`config.mk`:
```
export PLATFORM = sky130hd
export DESIGN_NAME = riscvCore
export DESIGN_NICKNAME = d
export VERILOG_FILES = /design/src/rvIsaPkg.sv /design/src/rvCorePkg.sv /design/src/alu.sv /design/src/controlDecoder.sv /design/src/immGen.sv /design/src/pcUnit.sv /design/src/regFile.sv /design/src/riscvCore.sv
export SDC_FILE = /design/constraint.sdc
export NUM_CORES = 2
export LEC_CHECK = 0
export BUFFER_PORTS_ARGS = -buffer_cell sky130_fd_sc_hd__buf_2
export CAP_MARGIN = 20
export CORE_MARGIN = 1
export CORE_UTILIZATION = 40
export DETAILED_ROUTE_END_ITERATION = 7
export GPL_ROUTABILITY_DRIVEN = 1
export GPL_TIMING_DRIVEN = 0
export PLACE_DENSITY = 0.58
export SLEW_MARGIN = 40
export SYNTH_ARGS = -nofsm -noshare
export SYNTH_HDL_FRONTEND = slang
export SYNTH_HIERARCHICAL = 1
export SYNTH_SLANG_ARGS = --single-unit
```
`constraint.sdc`:
```
create_clock -name clk -period 14.7 [get_ports clk]
set_input_delay 2.94 -clock clk [delete_from_list [all_inputs] [get_ports clk]]
set_output_delay 2.94 -clock clk [all_outputs]
set_load 0.005 [all_outputs]
```
`src/rvIsaPkg.sv`:
```
`default_nettype none

package rvIsaPkg;

    // ====================
    // widths fixed by the isa
    // ====================
    localparam int xlen = 32;

    typedef logic [4:0] regAddrT;

    // major opcodes, bits 6:0
    localparam logic [6:0] opLoad   = 7'b0000011;
    localparam logic [6:0] opStore  = 7'b0100011;
    localparam logic [6:0] opBranch = 7'b1100011;
    localparam logic [6:0] opJalr   = 7'b1100111;
    localparam logic [6:0] opJal    = 7'b1101111;
    localparam logic [6:0] opReg    = 7'b0110011;

    // funct3 for the r-type subset
    localparam logic [2:0] f3AddSub = 3'b000;
    localparam logic [2:0] f3Slt    = 3'b010;
    localparam logic [2:0] f3Or     = 3'b110;
    localparam logic [2:0] f3And    = 3'b111;

    // ====================
    // instruction formats
    // ====================
    typedef struct packed {
        logic [6:0] funct7;
        regAddrT    rs2;
        regAddrT    rs1;
        logic [2:0] funct3;
        regAddrT    rd;
        logic [6:0] opcode;
    } rTypeT;

    typedef struct packed {
        logic [11:0] imm11to0;
        regAddrT     rs1;
        logic [2:0]  funct3;
        regAddrT     rd;
        logic [6:0]  opcode;
    } iTypeT;

    typedef struct packed {
        logic [6:0] imm11to5;
        regAddrT    rs2;
        regAddrT    rs1;
        logic [2:0] funct3;
        logic [4:0] imm4to0;
        logic [6:0] opcode;
    } sTypeT;

    // branch offset is scattered, bit 0 implied zero
    typedef struct packed {
        logic       imm12;
        logic [5:0] imm10to5;
        regAddrT    rs2;
        regAddrT    rs1;
        logic [2:0] funct3;
        logic [3:0] imm4to1;
        logic       imm11;
        logic [6:0] opcode;
    } bTypeT;

    typedef struct packed {
        logic       imm20;
        logic [9:0] imm10to1;
        logic       imm11;
        logic [7:0] imm19to12;
        regAddrT    rd;
        logic [6:0] opcode;
    } jTypeT;

    // one fetched word, read through whichever format applies
    typedef union packed {
        rTypeT r;
        iTypeT i;
        sTypeT s;
        bTypeT b;
        jTypeT j;
    } instrU;

    typedef enum logic [2:0] {
        aluAnd,
        aluOr,
        aluAdd,
        aluSub,
        aluSlt
    } aluOpT;

endpackage

`default_nettype wire

```
`src/rvCorePkg.sv`:
```
`default_nettype none

package rvCorePkg;

    typedef logic [rvIsaPkg::xlen-1:0] wordT;

    // data memory word index, taken from address bits 8:2
    localparam int dmemAddrW = 7;

    // writeback source
    typedef enum logic [1:0] {
        wbAlu,
        wbMem,
        wbLink
    } wbSelT;

    // ====================
    // decoded control
    // ====================
    typedef struct packed {
        logic              regWrite;
        logic              aluSrcImm;
        logic              memWrite;
        logic              branch;
        logic              jal;
        logic              jalr;
        wbSelT             wbSel;
        rvIsaPkg::aluOpT   aluOp;
    } ctrlT;

    // request to the external data memory
    typedef struct packed {
        logic [dmemAddrW-1:0] wordAddr;
        wordT                 writeData;  // already in memory byte order
        logic                 writeEn;
    } dmemReqT;

    // what the current instruction writes back
    typedef struct packed {
        logic              regWrite;
        rvIsaPkg::regAddrT rd;
        wordT              data;
    } retireT;

endpackage

`default_nettype wire

```
`src/alu.sv`:
```
`default_nettype none

module alu (
    input  wire rvCorePkg::wordT a,
    input  wire rvCorePkg::wordT b,
    input  wire rvIsaPkg::aluOpT op,
    output rvCorePkg::wordT      result,
    output logic                 zero
);

    always_comb begin
        result = '0;
        case (op)
            rvIsaPkg::aluAnd: result = a & b;
            rvIsaPkg::aluOr:  result = a | b;
            rvIsaPkg::aluAdd: result = a + b;
            rvIsaPkg::aluSub: result = a - b;
            rvIsaPkg::aluSlt: begin
                // two's complement compare, 1 or 0
                result[0] = $signed(a) < $signed(b);
            end
            default: begin
                result = '0;
            end
        endcase
    end

    // beq resolves on this
    assign zero = (result == '0);

endmodule

`default_nettype wire

```
`src/controlDecoder.sv`:
```
`default_nettype none

module controlDecoder (
    input  wire rvIsaPkg::instrU instr,
    output rvCorePkg::ctrlT      ctrl
);

    // r-type alu op from funct3 / funct7
    rvIsaPkg::aluOpT regAluOp;

    always_comb begin
        case (instr.r.funct3)
            rvIsaPkg::f3AddSub: begin
                // funct7 bit 5 picks sub
                if (instr.r.funct7[5]) begin
                    regAluOp = rvIsaPkg::aluSub;
                end else begin
                    regAluOp = rvIsaPkg::aluAdd;
                end
            end
            rvIsaPkg::f3Slt: regAluOp = rvIsaPkg::aluSlt;
            rvIsaPkg::f3Or:  regAluOp = rvIsaPkg::aluOr;
            rvIsaPkg::f3And: regAluOp = rvIsaPkg::aluAnd;
            // outside the subset, result unused
            default:         regAluOp = rvIsaPkg::aluAdd;
        endcase
    end

    // ====================
    // opcode decode
    // ====================
    always_comb begin
        // everything off, unknown opcodes only advance pc
        ctrl.regWrite  = 1'b0;
        ctrl.aluSrcImm = 1'b0;
        ctrl.memWrite  = 1'b0;
        ctrl.branch    = 1'b0;
        ctrl.jal       = 1'b0;
        ctrl.jalr      = 1'b0;
        ctrl.wbSel     = rvCorePkg::wbAlu;
        ctrl.aluOp     = rvIsaPkg::aluAdd;

        case (instr.r.opcode)
            rvIsaPkg::opReg: begin
                ctrl.regWrite = 1'b1;
                ctrl.aluOp    = regAluOp;
            end
            rvIsaPkg::opLoad: begin
                // address = rs1 + imm
                ctrl.regWrite  = 1'b1;
                ctrl.aluSrcImm = 1'b1;
                ctrl.wbSel     = rvCorePkg::wbMem;
            end
            rvIsaPkg::opStore: begin
                ctrl.aluSrcImm = 1'b1;
                ctrl.memWrite  = 1'b1;
            end
            rvIsaPkg::opBranch: begin
                // beq only, equal when difference is zero
                ctrl.branch = 1'b1;
                ctrl.aluOp  = rvIsaPkg::aluSub;
            end
            rvIsaPkg::opJal: begin
                ctrl.regWrite = 1'b1;
                ctrl.jal      = 1'b1;
                ctrl.wbSel    = rvCorePkg::wbLink;
            end
            rvIsaPkg::opJalr: begin
                // target formed in pcUnit
                ctrl.regWrite = 1'b1;
                ctrl.jalr     = 1'b1;
                ctrl.wbSel    = rvCorePkg::wbLink;
            end
            default: begin
            end
        endcase
    end

endmodule

`default_nettype wire

```
`src/immGen.sv`:
```
`default_nettype none

module immGen (
    input  wire rvIsaPkg::instrU instr,
    output rvCorePkg::wordT      imm
);

    // sign bit is instr[31] for every format
    always_comb begin
        case (instr.r.opcode)
            // i layout
            rvIsaPkg::opLoad,
            rvIsaPkg::opJalr: begin
                imm = {{20{instr.i.imm11to0[11]}}, instr.i.imm11to0};
            end
            // s layout, split around rs1/rs2
            rvIsaPkg::opStore: begin
                imm = {{20{instr.s.imm11to5[6]}}, instr.s.imm11to5, instr.s.imm4to0};
            end
            // b layout, halfword offset
            rvIsaPkg::opBranch: begin
                imm = {{19{instr.b.imm12}},
                       instr.b.imm12,
                       instr.b.imm11,
                       instr.b.imm10to5,
                       instr.b.imm4to1,
                       1'b0};
            end
            // j layout, 21-bit offset
            rvIsaPkg::opJal: begin
                imm = {{11{instr.j.imm20}},
                       instr.j.imm20,
                       instr.j.imm19to12,
                       instr.j.imm11,
                       instr.j.imm10to1,
                       1'b0};
            end
            // r-type and unknown
            default: begin
                imm = '0;
            end
        endcase
    end

endmodule

`default_nettype wire

```
`src/pcUnit.sv`:
```
`default_nettype none

module pcUnit (
    input  wire                  clk,
    input  wire                  rst_n,
    input  wire rvCorePkg::ctrlT ctrl,
    input  wire                  zero,
    input  wire rvCorePkg::wordT imm,
    input  wire rvCorePkg::wordT rs1Data,
    output rvCorePkg::wordT      pc,
    output rvCorePkg::wordT      pcPlus4
);

    rvCorePkg::wordT pcNext;

    // also the link value for jal/jalr
    assign pcPlus4 = pc + 32'd4;

    // jalr wins, then pc-relative jump or taken beq
    always_comb begin
        if (ctrl.jalr) begin
            pcNext = rs1Data + imm;
        end else if (ctrl.jal || (ctrl.branch && zero)) begin
            pcNext = pc + imm;
        end else begin
            pcNext = pcPlus4;
        end
    end

    // one instruction per edge
    always_ff @(posedge clk or negedge rst_n) begin
        if (!rst_n) begin
            pc <= '0;
        end else begin
            pc <= pcNext;
        end
    end

endmodule

`default_nettype wire

```
`src/regFile.sv`:
```
`default_nettype none

module regFile (
    input  wire                    clk,
    input  wire                    rst_n,
    input  wire rvIsaPkg::regAddrT rs1,
    input  wire rvIsaPkg::regAddrT rs2,
    output rvCorePkg::wordT        rs1Data,
    output rvCorePkg::wordT        rs2Data,
    input  wire rvIsaPkg::regAddrT rd,
    input  wire rvCorePkg::wordT   wrData,
    input  wire                    wrEn
);

    rvCorePkg::wordT regs [32];

    // combinational read, x0 reads as zero
    assign rs1Data = (rs1 == '0) ? '0 : regs[rs1];
    assign rs2Data = (rs2 == '0) ? '0 : regs[rs2];

    // write on the retiring edge, x0 never written
    always_ff @(posedge clk or negedge rst_n) begin
        if (!rst_n) begin
            for (int idx = 0; idx < 32; idx++) begin
                regs[idx] <= '0;
            end
        end else if (wrEn && (rd != '0)) begin
            regs[rd] <= wrData;
        end
    end

endmodule

`default_nettype wire

```
`src/riscvCore.sv`:
```
`default_nettype none

module riscvCore (
    input  wire                     clk,
    input  wire                     rst_n,
    output rvCorePkg::wordT         pc,
    input  wire rvCorePkg::wordT    instr,
    output rvCorePkg::dmemReqT      dmemReq,
    input  wire rvCorePkg::wordT    dmemRdata,
    output rvCorePkg::retireT       retire
);

    rvIsaPkg::instrU decoded;
    rvCorePkg::ctrlT ctrl;
    rvCorePkg::wordT imm;
    rvCorePkg::wordT rs1Data;
    rvCorePkg::wordT rs2Data;
    rvCorePkg::wordT aluB;
    rvCorePkg::wordT aluResult;
    rvCorePkg::wordT loadData;
    rvCorePkg::wordT pcPlus4;
    rvCorePkg::wordT wbData;
    logic            zero;

    // ====================
    // byte lanes
    // ====================
    // memories hold words big-endian, core works little-endian
    assign decoded  = {<<8{instr}};
    assign loadData = {<<8{dmemRdata}};

    // decode and immediate
    controlDecoder controlDecoder_inst (
        .instr (decoded),
        .ctrl  (ctrl)
    );

    immGen immGen_inst (
        .instr (decoded),
        .imm   (imm)
    );

    // rs/rd fields sit in the same place in every format
    regFile regFile_inst (
        .clk     (clk),
        .rst_n   (rst_n),
        .rs1     (decoded.r.rs1),
        .rs2     (decoded.r.rs2),
        .rs1Data (rs1Data),
        .rs2Data (rs2Data),
        .rd      (decoded.r.rd),
        .wrData  (wbData),
        .wrEn    (ctrl.regWrite)
    );

    // second operand, imm for lw/sw
    assign aluB = ctrl.aluSrcImm ? imm : rs2Data;

    alu alu_inst (
        .a      (rs1Data),
        .b      (aluB),
        .op     (ctrl.aluOp),
        .result (aluResult),
        .zero   (zero)
    );

    pcUnit pcUnit_inst (
        .clk     (clk),
        .rst_n   (rst_n),
        .ctrl    (ctrl),
        .zero    (zero),
        .imm     (imm),
        .rs1Data (rs1Data),
        .pc      (pc),
        .pcPlus4 (pcPlus4)
    );

    // ====================
    // writeback
    // ====================
    always_comb begin
        case (ctrl.wbSel)
            rvCorePkg::wbMem:  wbData = loadData;
            rvCorePkg::wbLink: wbData = pcPlus4;
            default:           wbData = aluResult;
        endcase
    end

    // word index from address bits 8:2
    assign dmemReq.wordAddr  = aluResult[rvCorePkg::dmemAddrW+1:2];
    // store data back to memory byte order
    assign dmemReq.writeData = {<<8{rs2Data}};
    assign dmemReq.writeEn   = ctrl.memWrite;

    // observation of the register write
    assign retire.regWrite = ctrl.regWrite;
    assign retire.rd       = decoded.r.rd;
    assign retire.data     = wbData;

endmodule

`default_nettype wire

```
==> metrics.csv <==
stage;metric;value;unit
timing;setup TNS;0;ns
timing;Setup WS post-layout;1.24;ns
yosys;Yosys cell types;113;
power;PwrDens;105;nW/um^2
yosys;ys async rst share;100;%
power;Static Leak;34.8;nW
clock_tree;Sink Count;1056;
grt;aggregate global routing overflow;0;
yosys;Post-synth EDFFs;0;
yosys;Seq/Total Area, Yosys;39.4;%
clock_tree;CTS tree;built;
yosys;most frequent cells after synthesis;dfrtp_1 (1056), mux2_2 (986), mux4_2 (394);
floorplan;Ports;176;
timing;Setup Skew;0.0416;ns
clock_tree;clock slew at reported path FFs;0.06;ns
yosys;cell taking the most area after synthesis;dfrtp_1;
clock_tree;Post-CTS Hold Buffers;0;
worst_setup_path;cells along the critical path;buf_2 > buf_4 > buf_4 > buf_2 > clkbuf_1 > a211oi_1 > a311oi_2 > mux2_4 > inv_1 > ha_1 > buf_2 > nand4_1 > a21oi_1 > nand2_1 > a21oi_1 > a41oi_1 > o21a_1 > o31a_1 > a31oi_1 > nand2_1 > o21ai_2 > buf_2;
grt;number of global-route vias before repair;51200;
worst_setup_path;WP buf/inv;8;
grt;initial antenna violation count;21;
clock_tree;Root Buffer;clkbuf_16;
finish;fill cell total of the finished layout;15100;
placed_design;worst slack at placement;1.47;ns
drt;vias per std cell;6.39;
power;Clk pwr share;37.5;%
drt;Vias;50700;
job;MaxCap Viol Count;0;
timing;final setup fails;0;
placed_design;IO buf count;175;
drt;Residual DRC;0;
finish;share of cells above drive strength 1;40.7;%
yosys;Post-Syn Nets;5558;
power;peak supply drop;0.103;mV
power;P_int;0.00533;W
clock_tree;CTS resizes;0;
worst_setup_path;CP endpoint kind;primary output;
yosys;cell count after synthesis;5327;
worst_setup_path;CP max FO;10;
power;sw power;0.00264;W
power;sequential power share;39.6;%
power;switching share of power;33.1;%
timing;Tmin final;13.46;ns
yosys;synth warn;6;
finish;Layout Cells excl Fill;7938;
clock_tree;H-tree lvl count;3;
floorplan;Initial Util;40.5;%
worst_setup_path;crit path max-delay cell type;a311oi_2;
floorplan;Die ar.;169000;um^2
grt;first-pass GRT wire length;379000;um
yosys;Synth Register Bits;1056;
finish;Final Util;45.8;%
hold_path;Hold/Removal Path Class;flip-flop to flip-flop;
timing;final period utilization;91.5;%
yosys;most common cell in the netlist;dfrtp_1;
run_status;status;finished clean;
timing;f_max;74.3;MHz
floorplan;Placeable Area;166000;um^2
finish;area delta synth->final;13.2;%
floorplan;Die Height;412;um
floorplan;# rows;149;
placed_design;placed cell count;7722;
yosys;Synth top area share;39.4;%
timing;Hold Fails Final Rpt;0;
worst_setup_path;crit-path leading delay family;compound AO/OA/AOI/OAI gates;
grt;gr usage total;31.4;%
drt;Antenna Nets Post-Route;0;
worst_setup_path;Crit path top cell by count;buf_2;
yosys;mean post-synth cell area;12.6;um^2
drt;final WL;268000;um
timing;RSZ-0062 raised after global routing;no;
placed_design;RD Place Congestion;1.01;
worst_setup_path;Critical Path AT;10.52;ns
clock_tree;CTS max path bufs;3;
yosys;largest cells by area after synthesis;dfrtp_1 (39%), mux2_2 (17%), mux4_2 (13%);
placed_design;hpwl dp;208000;um
timing;Pins Over Slew Limit;0;
yosys;dominant synthesized flop cell;dfrtp_1;
worst_setup_path;WS Path Type;primary input to primary output;
clock_tree;TritonCTS Buffers;115;
floorplan;Die Width;412;um
timing;worst slew pin tran;1.01;ns
worst_setup_path;CP Launch Type;primary input;
drt;DR pass1 iterations;8;
timing;hold_ws;0.475;ns
yosys;synthesized area;67100;um^2
power;combinational share of power;23.0;%
drt;WL/cell;33.8;um
drt;Initial DRC Count;5386;
grt;maximum number of pins on one net before global-route repair;104;
timing;Max-slew headroom;32.3;%
clock_tree;Post-CTS Setup Inserts;0;
worst_setup_path;Critical Path RT;11.76;ns
worst_setup_path;CP max stage delay;0.87;ns
finish;Final Net Count;5882;
clock_tree;clock latency on the worst-skew pair;0.77;ns
[metal layers]
metal	vias up	routed length (um)	global-route usage, %
met2	2441	124000	49.7
met1	26600	106000	39.8
met5	-	34	0
li1	21100	-	-
met3	577	21800	6.68
met4	4	16200	17.5
[cells in the final DEF (no fill, tap or decap), types with 101 or more instances in the layout]
master        n
dfrtp_1    1056
mux2_2      986
mux4_2      394
buf_2       339
clkbuf_1    232
nand2_1     208
ha_1        161
a21oi_1     161
mux2i_1     140
o21ai_0     132
nor2_1      128
clkbuf_16   116
inv_1       103
a22oi_1     101
[power groups by stage]
stage	Clock, W	Combinational [W]	Sequential, W
floorplan	0	0.000979	0.00316
global placement	0	0.00171	0.00320
detailed placement	0	0.00177	0.00320
CTS	0.00303	0.00178	0.00315
global route	0.00314	0.00192	0.00317
finish	0.00299	0.00183	0.00315
[flip-flops by register name (all words and copies together) (netlist names)]
register           count
regFile_inst/regs   1024
pcUnit_inst/pc        32
[metrics by stage]
stage,power [W],area [um^2]
after floorplan,0.00414,67100
after global placement,0.00490,70700
after detailed placement,0.00497,72000
after CTS,0.00795,75800
after global routing,0.00822,76000
final,0.00797,76000
[final timing paths]
kind / startpoint / endpoint / slack, ns / cells after the start
min reg2reg: regFile_inst/regs[1015]$_DFFE_PN0P_ / regFile_inst/regs[1015]$_DFFE_PN0P_ / 0.47 / 1
max reg2reg: regFile_inst/regs[896]$_DFFE_PN0P_ / pcUnit_inst/pc[15]$_DFF_PN0_ / 6.31 / 22
min in group asynchronous: rst_n / regFile_inst/regs[772]$_DFFE_PN0P_ / 2.08 / 1
max: instr[14] / retire[27] / 1.24 / 22
min: regFile_inst/regs[1015]$_DFFE_PN0P_ / regFile_inst/regs[1015]$_DFFE_PN0P_ / 0.47 / 1
max in group asynchronous: rst_n / regFile_inst/regs[346]$_DFFE_PN0P_ / 10.65 / 4
[kinds of logic after synthesis]
group	synth area share, %
xor+xnor	1.20
buf+inv	5.01
fa+ha+maj	3.12
flops	39.4
compound gates	10.2
simple gates	5.18
mux	36.0
[layout make-up]
| class | instances | area, um^2 | area share [%] |
|---|---|---|---|
| Clock inverter | 43 | 409 | 0.539 |
| Antenna cell | 5 | 12.5 | 0.0165 |
| Timing Repair Buffer | 207 | 1400 | 1.84 |
| Clock buffer | 167 | 3430 | 4.52 |
| Buffer | 539 | 2960 | 3.89 |
| Tap cell | 2189 | 2740 | 3.60 |
| Multi-Input combinational cell | 3615 | 38200 | 50.2 |
| Sequential cell | 1056 | 26400 | 34.8 |
| Inverter | 117 | 439 | 0.578 |
[worst reg2reg max path, stage by stage (launching register included)]
cell,delay (ns)
dfrtp_1,0.39
mux4_2,0.46
nor2b_1,0.14
a211oi_1,0.79
a311oi_4,0.24
mux2_2,0.38
ha_1,0.24
fa_1,0.41
o21bai_1,0.25
o211ai_1,0.27
a311oi_1,0.70
nor3_2,0.22
nor2_1,0.24
a41oi_1,0.38
nor4_1,0.40
nand4_1,0.26
and4bb_1,0.41
nand4b_1,0.13
nor4_2,0.42
a21o_1,0.40
clkbuf_1,0.74
nand3_1,0.20
a22oi_1,0.25
(Power assumes the default switching activity.)
